**src/rtl/mem_pkg.sv**
```systemverilog
`default_nettype none
/* widths, byte-address and beat types, access size enum
   requester and routed request structs, response struct, strobe helper */
package mem_pkg;

  localparam int ADDR_W = 32;
  localparam int DATA_W = 64;

  typedef logic [ADDR_W-1:0]   addr_t;
  typedef logic [DATA_W-1:0]   data_t;
  typedef logic [DATA_W/8-1:0] strb_t;

  typedef enum logic [1:0] {
    SIZE_B,
    SIZE_H,
    SIZE_W,
    SIZE_D
  } access_size_e;

  // fetch address is always 8-byte aligned
  typedef struct packed {
    addr_t addr;
  } fetch_req_t;

  // wdata already sits in the lanes picked by addr
  typedef struct packed {
    addr_t        addr;
    logic         wen;
    access_size_e size;
    data_t        wdata;
  } lsu_req_t;

  typedef struct packed {
    data_t rdata;
    logic  err;
  } mem_rsp_t;

  typedef enum logic {
    ROUTE_TIMER,
    ROUTE_BUS
  } route_e;

  typedef struct packed {
    addr_t        addr;
    logic         wen;
    access_size_e size;
    data_t        wdata;
  } bus_req_t;

  // byte enables for one access inside the beat
  function automatic strb_t size_strb(access_size_e size, logic [2:0] off);
    strb_t base;
    case (size)
      SIZE_B:  base = strb_t'(1);
      SIZE_H:  base = strb_t'(3);
      SIZE_W:  base = strb_t'(15);
      default: base = '1;
    endcase
    return base << off;
  endfunction

endpackage
`default_nettype wire

```
**src/rtl/axi_pkg.sv**
```systemverilog
`default_nettype none
/* AXI4-Lite channel payload structs and response codes */
package axi_pkg;

  import mem_pkg::*;

  typedef logic [2:0] prot_t;

  // only OKAY and SLVERR are ever produced or expected
  typedef enum logic [1:0] {
    RESP_OKAY   = 2'b00,
    RESP_SLVERR = 2'b10
  } axi_resp_e;

  typedef struct packed {
    addr_t addr;
    prot_t prot;
  } axi_aw_t;

  typedef struct packed {
    addr_t addr;
    prot_t prot;
  } axi_ar_t;

  typedef struct packed {
    data_t data;
    strb_t strb;
  } axi_w_t;

  typedef struct packed {
    axi_resp_e resp;
  } axi_b_t;

  typedef struct packed {
    data_t     data;
    axi_resp_e resp;
  } axi_r_t;

endpackage
`default_nettype wire

```
**src/rtl/mem_arbiter.sv**
```systemverilog
`timescale 1ns/1ps
`default_nettype none
/* fixed-priority arbiter for fetch and load/store requests
   routes the granted request to the timer window or the bus master */
module mem_arbiter import mem_pkg::*; #(
  parameter addr_t TIMER_BASE = 32'h0200_0000
) (
  input  wire             clk,
  input  wire             rst_n,
  input  wire             i_fetch_valid,
  input  wire fetch_req_t i_fetch_req,
  output logic            o_fetch_ready,
  input  wire             i_lsu_valid,
  input  wire lsu_req_t   i_lsu_req,
  output logic            o_lsu_ready,
  output mem_rsp_t        o_rsp,
  output logic            o_timer_sel,
  output bus_req_t        o_bus_req,
  output logic            o_bus_valid,
  input  wire             i_bus_ready,
  input  wire             i_bus_rsp_valid,
  input  wire mem_rsp_t   i_bus_rsp,
  input  wire data_t      i_timer_rdata
);

  typedef enum logic [1:0] {
    IDLE,
    TIMER,
    BUS
  } arb_state_e;

  arb_state_e state_q;
  logic       owner_lsu_q;
  logic       timer_ack_q;
  logic       bus_sent_q;
  bus_req_t   req_q;
  bus_req_t   sel_req;
  addr_t      win_off;
  route_e     route;
  logic       take;
  logic       done;

  // load/store wins over fetch
  always_comb begin
    if (i_lsu_valid) begin
      sel_req = '{addr: i_lsu_req.addr, wen: i_lsu_req.wen,
                  size: i_lsu_req.size, wdata: i_lsu_req.wdata};
    end else begin
      sel_req = '{addr: i_fetch_req.addr, wen: 1'b0, size: SIZE_D, wdata: '0};
    end
  end

  assign take    = i_lsu_valid | i_fetch_valid;
  assign win_off = sel_req.addr - TIMER_BASE;
  assign route   = (win_off < addr_t'(16)) ? ROUTE_TIMER : ROUTE_BUS;

  always_ff @(posedge clk) begin
    if (!rst_n) begin
      state_q     <= IDLE;
      owner_lsu_q <= 1'b0;
      timer_ack_q <= 1'b0;
      bus_sent_q  <= 1'b0;
    end else begin
      case (state_q)
        IDLE: begin
          if (take) begin
            owner_lsu_q <= i_lsu_valid;
            state_q     <= (route == ROUTE_TIMER) ? TIMER : BUS;
          end
        end
        // select cycle, then ack cycle
        TIMER: begin
          timer_ack_q <= ~timer_ack_q;
          if (timer_ack_q) begin
            state_q <= IDLE;
          end
        end
        BUS: begin
          if (o_bus_valid && i_bus_ready) begin
            bus_sent_q <= 1'b1;
          end
          if (i_bus_rsp_valid) begin
            bus_sent_q <= 1'b0;
            state_q    <= IDLE;
          end
        end
        default: state_q <= IDLE;
      endcase
    end
  end

  always_ff @(posedge clk) begin
    if (state_q == IDLE && take) begin
      req_q <= sel_req;
    end
  end

  assign done = (state_q == TIMER && timer_ack_q) || (state_q == BUS && i_bus_rsp_valid);

  assign o_lsu_ready   = done & owner_lsu_q;
  assign o_fetch_ready = done & ~owner_lsu_q;
  assign o_rsp         = (state_q == TIMER) ? mem_rsp_t'{rdata: i_timer_rdata, err: 1'b0}
                                            : i_bus_rsp;
  assign o_timer_sel   = (state_q == TIMER) && !timer_ack_q;
  assign o_bus_req     = req_q;
  assign o_bus_valid   = (state_q == BUS) && !bus_sent_q;

endmodule
`default_nettype wire

```
**src/rtl/clint_timer.sv**
```systemverilog
`timescale 1ns/1ps
`default_nettype none
/* core-local timer with mtime and mtimecmp registers
   byte-lane writes and a registered timer interrupt compare */
module clint_timer import mem_pkg::*; (
  input  wire           clk,
  input  wire           rst_n,
  input  wire           i_sel,
  input  wire bus_req_t i_req,
  output data_t         o_rdata,
  output logic          o_timer_int
);

  data_t mtime_q;
  data_t mtimecmp_q;
  data_t wmask;
  strb_t lanes;
  logic  wr_time;
  logic  wr_cmp;

  always_comb begin
    lanes = size_strb(i_req.size, i_req.addr[2:0]);
    for (int i = 0; i < DATA_W/8; i++) begin
      wmask[i*8 +: 8] = {8{lanes[i]}};
    end
  end

  // offset 0 is mtime, offset 8 is mtimecmp
  assign wr_time = i_sel & i_req.wen & ~i_req.addr[3];
  assign wr_cmp  = i_sel & i_req.wen & i_req.addr[3];

  always_ff @(posedge clk) begin
    if (!rst_n) begin
      mtime_q     <= '0;
      mtimecmp_q  <= '1;
      o_timer_int <= 1'b0;
    end else begin
      // a write replaces this cycle's increment
      if (wr_time) begin
        mtime_q <= (mtime_q & ~wmask) | (i_req.wdata & wmask);
      end else begin
        mtime_q <= mtime_q + data_t'(1);
      end
      if (wr_cmp) begin
        mtimecmp_q <= (mtimecmp_q & ~wmask) | (i_req.wdata & wmask);
      end
      o_timer_int <= (mtime_q >= mtimecmp_q);
    end
  end

  assign o_rdata = i_req.addr[3] ? mtimecmp_q : mtime_q;

endmodule
`default_nettype wire

```
**src/rtl/axi_lite_master.sv**
```systemverilog
`timescale 1ns/1ps
`default_nettype none
/* single-beat AXI4-Lite master for routed bus requests
   write via aw/w/b, read via ar/r, error on any non-OKAY response */
module axi_lite_master import mem_pkg::*, axi_pkg::*; (
  input  wire           clk,
  input  wire           rst_n,
  input  wire           i_req_valid,
  input  wire bus_req_t i_req,
  output logic          o_req_ready,
  output logic          o_rsp_valid,
  output mem_rsp_t      o_rsp,
  output axi_aw_t       o_aw,
  output logic          o_aw_valid,
  input  wire           i_aw_ready,
  output axi_w_t        o_w,
  output logic          o_w_valid,
  input  wire           i_w_ready,
  input  wire axi_b_t   i_b,
  input  wire           i_b_valid,
  output logic          o_b_ready,
  output axi_ar_t       o_ar,
  output logic          o_ar_valid,
  input  wire           i_ar_ready,
  input  wire axi_r_t   i_r,
  input  wire           i_r_valid,
  output logic          o_r_ready
);

  typedef enum logic [1:0] {
    IDLE,
    WRITE,
    WRESP,
    READ
  } axi_state_e;

  axi_state_e state_q;
  bus_req_t   req_q;
  logic       addr_done_q;
  logic       w_done_q;
  logic       addr_fin;
  logic       w_fin;

  // aw (or ar) and w finish independently
  assign addr_fin = addr_done_q | (o_aw_valid & i_aw_ready);
  assign w_fin    = w_done_q | (o_w_valid & i_w_ready);

  always_ff @(posedge clk) begin
    if (!rst_n) begin
      state_q     <= IDLE;
      addr_done_q <= 1'b0;
      w_done_q    <= 1'b0;
    end else begin
      case (state_q)
        IDLE: begin
          addr_done_q <= 1'b0;
          w_done_q    <= 1'b0;
          if (i_req_valid) begin
            state_q <= i_req.wen ? WRITE : READ;
          end
        end
        WRITE: begin
          addr_done_q <= addr_fin;
          w_done_q    <= w_fin;
          if (addr_fin && w_fin) begin
            state_q <= WRESP;
          end
        end
        WRESP: begin
          if (i_b_valid) begin
            state_q <= IDLE;
          end
        end
        READ: begin
          if (o_ar_valid && i_ar_ready) begin
            addr_done_q <= 1'b1;
          end
          if (o_r_ready && i_r_valid) begin
            state_q <= IDLE;
          end
        end
        default: state_q <= IDLE;
      endcase
    end
  end

  always_ff @(posedge clk) begin
    if (state_q == IDLE && i_req_valid) begin
      req_q <= i_req;
    end
  end

  assign o_req_ready = (state_q == IDLE);

  assign o_aw       = '{addr: req_q.addr, prot: '0};
  assign o_aw_valid = (state_q == WRITE) && !addr_done_q;
  assign o_w        = '{data: req_q.wdata, strb: size_strb(req_q.size, req_q.addr[2:0])};
  assign o_w_valid  = (state_q == WRITE) && !w_done_q;
  assign o_b_ready  = (state_q == WRESP);

  assign o_ar       = '{addr: req_q.addr, prot: '0};
  assign o_ar_valid = (state_q == READ) && !addr_done_q;
  assign o_r_ready  = (state_q == READ) && addr_done_q;

  always_comb begin
    if (state_q == READ) begin
      o_rsp_valid = o_r_ready & i_r_valid;
      o_rsp       = '{rdata: i_r.data, err: (i_r.resp != RESP_OKAY)};
    end else begin
      o_rsp_valid = o_b_ready & i_b_valid;
      o_rsp       = '{rdata: '0, err: (i_b.resp != RESP_OKAY)};
    end
  end

endmodule
`default_nettype wire

```
**src/rtl/mem_subsys_top.sv**
```systemverilog
`timescale 1ns/1ps
`default_nettype none
/* memory subsystem top with arbiter, core-local timer and AXI4-Lite master */
module mem_subsys_top import mem_pkg::*, axi_pkg::*; #(
  parameter addr_t TIMER_BASE = 32'h0200_0000
) (
  input  wire             clk,
  input  wire             rst_n,
  input  wire             i_fetch_valid,
  input  wire fetch_req_t i_fetch_req,
  output logic            o_fetch_ready,
  input  wire             i_lsu_valid,
  input  wire lsu_req_t   i_lsu_req,
  output logic            o_lsu_ready,
  output mem_rsp_t        o_rsp,
  output axi_aw_t         o_aw,
  output logic            o_aw_valid,
  input  wire             i_aw_ready,
  output axi_w_t          o_w,
  output logic            o_w_valid,
  input  wire             i_w_ready,
  input  wire axi_b_t     i_b,
  input  wire             i_b_valid,
  output logic            o_b_ready,
  output axi_ar_t         o_ar,
  output logic            o_ar_valid,
  input  wire             i_ar_ready,
  input  wire axi_r_t     i_r,
  input  wire             i_r_valid,
  output logic            o_r_ready,
  output logic            o_timer_int
);

  bus_req_t bus_req;
  logic     bus_valid;
  logic     bus_ready;
  logic     bus_rsp_valid;
  mem_rsp_t bus_rsp;
  logic     timer_sel;
  data_t    timer_rdata;

  mem_arbiter #(
    .TIMER_BASE (TIMER_BASE)
  ) u_arbiter (
    .clk             (clk),
    .rst_n           (rst_n),
    .i_fetch_valid   (i_fetch_valid),
    .i_fetch_req     (i_fetch_req),
    .o_fetch_ready   (o_fetch_ready),
    .i_lsu_valid     (i_lsu_valid),
    .i_lsu_req       (i_lsu_req),
    .o_lsu_ready     (o_lsu_ready),
    .o_rsp           (o_rsp),
    .o_timer_sel     (timer_sel),
    .o_bus_req       (bus_req),
    .o_bus_valid     (bus_valid),
    .i_bus_ready     (bus_ready),
    .i_bus_rsp_valid (bus_rsp_valid),
    .i_bus_rsp       (bus_rsp),
    .i_timer_rdata   (timer_rdata)
  );

  clint_timer u_timer (
    .clk         (clk),
    .rst_n       (rst_n),
    .i_sel       (timer_sel),
    .i_req       (bus_req),
    .o_rdata     (timer_rdata),
    .o_timer_int (o_timer_int)
  );

  axi_lite_master u_axi_master (
    .clk         (clk),
    .rst_n       (rst_n),
    .i_req_valid (bus_valid),
    .i_req       (bus_req),
    .o_req_ready (bus_ready),
    .o_rsp_valid (bus_rsp_valid),
    .o_rsp       (bus_rsp),
    .o_aw        (o_aw),
    .o_aw_valid  (o_aw_valid),
    .i_aw_ready  (i_aw_ready),
    .o_w         (o_w),
    .o_w_valid   (o_w_valid),
    .i_w_ready   (i_w_ready),
    .i_b         (i_b),
    .i_b_valid   (i_b_valid),
    .o_b_ready   (o_b_ready),
    .o_ar        (o_ar),
    .o_ar_valid  (o_ar_valid),
    .i_ar_ready  (i_ar_ready),
    .i_r         (i_r),
    .i_r_valid   (i_r_valid),
    .o_r_ready   (o_r_ready)
  );

endmodule
`default_nettype wire

```
**config.mk**
```make
export PLATFORM = sky130hd
export DESIGN_NAME = mem_subsys_top
export DESIGN_NICKNAME = d
export VERILOG_FILES = /design/src/rtl/mem_pkg.sv /design/src/rtl/axi_pkg.sv /design/src/rtl/mem_arbiter.sv /design/src/rtl/clint_timer.sv /design/src/rtl/axi_lite_master.sv /design/src/rtl/mem_subsys_top.sv
export SDC_FILE = /design/constraint.sdc
export NUM_CORES = 1
export LEC_CHECK = 0
export ABC_AREA = 1
export BUFFER_PORTS_ARGS = -buffer_cell sky130_fd_sc_hd__buf_2
export CAP_MARGIN = 5
export CORE_MARGIN = 5
export CORE_UTILIZATION = 60
export CTS_CLUSTER_SIZE = 24
export DETAILED_ROUTE_END_ITERATION = 8
export HOLD_SLACK_MARGIN = 0.15
export PLACE_DENSITY_LB_ADDON = 0.05
export SYNTH_ARGS = -nofsm -noshare
export SYNTH_HDL_FRONTEND = slang
export SYNTH_HIERARCHICAL = 1
export SYNTH_SLANG_ARGS = --single-unit
```
**constraint.sdc**
```tcl
create_clock -name clk -period 9.4 [get_ports clk]
set_clock_uncertainty 0.05 [all_clocks]
set_input_delay 0.47 -clock clk [delete_from_list [all_inputs] [get_ports clk]]
set_output_delay 0.47 -clock clk [all_outputs]
set_load 0.02 [all_outputs]
```
Word-level counts from Yosys, hierarchy flattened
Cells that the tools add are included. Widths: inputs -> output; s select.

Register bits after elaboration: 335. Bits of input ports: 208. Output and inout bits: 215. Logic and storage cells: 117.

$add $sub $neg: 2. $lt $le $gt $ge: 2. Equality and inequality tests: 17. Shifts and indexed selects: 2. Multiplexer cells: 24. Bitwise logic cells: 21. Reductions and logical operators: 32.

Operator list (number): $and 64x64->64 (3); $mux 65 (2); $mux 64 (2); $or 64x64->64 (2); $mux 99 (1); $add 64x1->64 const B (1); $ge 64x64->1 (1); $not 64->64 (1); $pmux 8 s3 (2); $lt 32x5->1 const B (1); $sub 32x26->32 const B (1); $mux 2 (9); $shl 8x3->8 (2); $ne 2x1->1 const B (7); $logic_and 1x1->1 (13); $eq 2x2->1 const B (5); $and 1x1->1 (9); $eq 2x1->1 const B (4); $logic_not 2->1 (4); $pmux 2 s4 (1); $reduce_bool 2->1 (4); $pmux 2 s3 (1); $reduce_and 2->1 (3); $logic_not 1->1 (4); 10 further kinds (17).

Longest topological paths before layout
Word-level depth: 7. Depth in mapped cells: 16. Depth with buffers taken out: 16.

Cells and area by module
The synthesis kept the hierarchy.

By module, submodules not included: clint_timer (times used 1, cells each 1565, area each 9714.3 µm², sequential area each 2582.5 µm²); mem_arbiter (times used 1, cells each 663, area each 5337.6 µm², sequential area each 3072.9 µm²); axi_lite_master (times used 1, cells each 447, area each 4890.9 µm², sequential area each 3022.9 µm²).

Worst setup path before layout
OpenSTA, ideal clock, no wires.

Path kind: input -> register. Start: in i_lsu_valid. End: reg u_arbiter.state_q[0]. Library setup time: 0.078 ns. Arrival time: 6.264 ns. Data required time: 9.272 ns. Path slack: 3.008 ns. Stages: 6. Buffers on the path: 2. Cell sequence: buf_6 > inv_8 > buf_6 > a21oi_1 > nand3_1 > a21oi_2.

Longest elaborated chain between the ends: 6. Elaborated cells on any way between the ends: 9. Those cells by class: add/sub: 1; order compare: 1; eq/ne: 1; mux: 4; bitwise: 1; reduce/logical: 1.

Ends and longest elaborated chain: start, declared (line mem_subsys_top.sv:12) `input wire i_lsu_valid,`; $mux 99 (line mem_arbiter.sv:45) `if (i_lsu_valid) begin`; $sub 32x26->32 (line mem_arbiter.sv:54) `assign win_off = sel_req.addr - TIMER_BASE;`; $lt 32x5->1 (line mem_arbiter.sv:55) `assign route = (win_off < addr_t'(16)) ? ROUTE_TIMER : ROUTE_BUS;`; $mux 2 (line mem_arbiter.sv:68) `state_q <= (route == ROUTE_TIMER) ? TIMER : BUS;`; $mux 2 (line mem_arbiter.sv:66) `if (take) begin`; $pmux 2 s3 (line mem_arbiter.sv:64) `case (state_q)`; end signal, assigned (line mem_arbiter.sv:68); end, declared (line mem_arbiter.sv:32) `arb_state_e state_q;`.

Several ways; a longest one is shown, not always the timed one. The select of a mux whose other input is x is not followed. A chain may end at the register's enable or synchronous reset.

==> flow_metrics.env <==
export IMPL_outcome="finished, final reports clean"
export IMPL_clockBufferDepth=3
export IMPL_wl_per_cell_um=16.7
export IMPL_htreeDepth=2
export IMPL_grtUsageTotal_pct=30.3
export IMPL_cp_max_fo=94
export IMPL_yosysSeqAreaShare_pct=43.5
export IMPL_finalHoldViolations=0
export IMPL_grt_pass1_vias=17280
export IMPL_portBuffers=416
export IMPL_drv_slew=0
export IMPL_design_area_um2=22800
export IMPL_cts_root_buf="clkbuf_16"
export IMPL_core_um2=32700
export IMPL_cap_violations=0
export IMPL_end_kind="register"
export IMPL_vdd_drop_max_mv=0.150
export IMPL_synth_edf_count=197
export IMPL_placed_area_um2=21200
export IMPL_grt_antenna_before_repair=1
export IMPL_area_growth_pct=14.5
export IMPL_synthTopCellsByArea="edfxtp_1, nand2_1, dfxtp_1"
export IMPL_hold_depth=3
export IMPL_synth_top_area_share_pct=29.7
export IMPL_async_flop_share_pct=0
export IMPL_dieWidth_um=192
export IMPL_ys_warn_count=6
export IMPL_worst_ep_arrival_time_ns=4.65
export IMPL_initial_core_util_pct=61.0
export IMPL_min_period_ns=4.27
export IMPL_cts_sinks=335
export IMPL_cts_buffers=37
export IMPL_cts_tree="done"
export IMPL_syn_instance_count=2675
export IMPL_grt_remaining_overflow=0
export IMPL_syn_area_um2=19900
export IMPL_ys_seq_elements=335
export IMPL_synth_flop_cell="edfxtp_1"
export IMPL_setup_viol=0
export IMPL_clk_latency_ns=0.54
export IMPL_min_path_type="primary input to register"
export IMPL_p_per_area_nw_per_um2=168
export IMPL_avgSynthCellArea_um2=7.46
export IMPL_synth_area_leader_cell="edfxtp_1"
export IMPL_p_leak_nw=11.6
export IMPL_fmax_mhz=234
export IMPL_worstMarginPinSlew_ns=1.14
export IMPL_relSlewSlack_pct=24.2
export IMPL_startpoint_type="register"
export IMPL_drt_iter0_markers=1503
export IMPL_postCtsResizedCells=0
export IMPL_grt_max_degree=106
export IMPL_post_synth_num_cell_types=60
export IMPL_dp_hpwl_mm=42.8
export IMPL_path_clk_slew_ns=0.07
export IMPL_drt_vias_per_instance=5.29
export IMPL_finalSetupTns_ns=0
export IMPL_die_area_um2=37000
export IMPL_row_count=66
export IMPL_ant_nets=0
export IMPL_drive_above_1_share_pct=18.8
export IMPL_route_detailed_drc=0
export IMPL_ff2ff_path_depth=11
export IMPL_num_vias=18165
export IMPL_dr_pass1_iters=6
export IMPL_wl_mm=57.5
export IMPL_rsz0062_at_grt="no"
export IMPL_path_class="register to register"
export IMPL_cp_data_required_time_ns=9.78
export IMPL_gp_congestion=0.998
export IMPL_nets=3239
export IMPL_die_h_um=192
export IMPL_io_pins=423
export IMPL_grt_pass1_wl_mm=89.9
export IMPL_finalCritPeriodShare_pct=45.4
-- critical path, stage by stage, from the launching register on --
cell	delay (ns)
edfxtp_1	0.37
buf_4	0.39
inv_2	0.67
nand3_4	0.67
inv_2	0.67
buf_4	0.49
nand3_1	0.33
nand2_1	0.13
o21bai_1	0.11
nand3_1	0.08
nand2_1	0.06
inv_1	0.05
-- where the power goes --
group,switching [mW],internal (mW)
Combinational,0.421,0.176
Sequential,0.0749,1.71
Clock,0.602,0.856
-- path summary, 6_finish.rpt --
check | slack, ns | to | startpoint
hold / removal | 0.16 | u_arbiter/o_bus_req[46]$_SDFFCE_PN0P_ | i_lsu_req[46]
setup reg to reg | 5.13 | register | u_arbiter/o_bus_req[70]$_DFFE_PP_
hold reg to reg | 0.37 | u_axi_master/o_ar[19]$_DFFE_PP_ | u_arbiter/o_bus_req[83]$_DFFE_PP_
setup / recovery | 5.13 | register | u_arbiter/o_bus_req[70]$_DFFE_PP_
-- layout by cell type, fill, tap and decap left out, types with 4 or more instances in the layout --
cell / n
nand2_1: 824
buf_2: 415
inv_1: 404
nor2_1: 250
edfxtp_1: 197
dfxtp_1: 138
nand3_1: 137
o21ai_0: 123
a21oi_1: 78
ha_1: 66
o211ai_1: 44
dlygate4sd3_1: 39
clkbuf_16: 37
nand2_2: 18
a31oi_1: 16
nand4_1: 15
o21ai_1: 14
nor3_1: 14
buf_4: 12
inv_2: 12
nor2_2: 12
o221ai_1: 12
and2_1: 10
clkbuf_1: 8
clkbuf_8: 8
nor2_4: 8
xor2_1: 8
clkinv_2: 6
conb_1: 6
nand2_4: 4
-- layout make-up --
class,instances,area [um^2]
fill,2764,9860
sequential,335,8680
multi-input combinational,1705,8240
timing repair buffer,466,2560
inverter,420,1590
clock buffer,54,1070
tap,442,553
clock inverter,14,154
antenna,1,2.50
-- synth_stat cells (all sizes together) (3+ instances only) --
master and number:
nand2 846, inv 418, nor2 272, edfxtp 197
buf 181, nand3 139, o21ai 139, dfxtp 138
a21oi 83, ha 66, o211ai 44, clkbuf 39
nor3 18, a31oi 16, nand4 15, o221ai 12
and2 11, xor2 8, nand3b 4, a22oi 3
o21a 3, o22ai 3, or2 3
-- layer usage --
layer / global-route usage (%) / up-vias / wire length [um] / share of wire [%]
li1: - / 8930 / - / -
met1: 41.2 / 8375 / 24800 / 43
met2: 51.9 / 780 / 27400 / 48
met3: 4.50 / 80 / 4400 / 7.6
met4: 6.25 / 0 / 964 / 1.7
met5: 0 / - / 0 / 0
-- timing repair --
action,in CTS,in global routing
buffers inserted,0,0
hold endpoints to repair,39,0
hold buffers,39,0
-- logic make-up after synthesis --
kind of cell	after synthesis	share of synthesized area (%)
buffers and inverters	640	15.4
and+or+nand+nor	1311	27.4
adders and majority gates	66	4.14
other	1	0.0188
DFF	335	43.5
xor gates and xnor gates	10	0.439
AOI/OAI and AO/OA	312	9.14
-- per-stage QoR --
stage	util (%)	hold WS, ns	setup WS [ns]	std cells	total power [mW]
global placement	64.9	0.351	5.36	3329	2.39
CTS	69.8	0.150	5.22	3436	3.86
floorplan	-	0.350	3.01	2680	2.27
finish	69.9	0.158	5.13	3437	3.84
detailed placement	64.9	0.355	5.24	3329	2.40
global route	69.9	0.153	4.84	3437	3.99
Note: power is estimated with default switching activity, not from simulation.
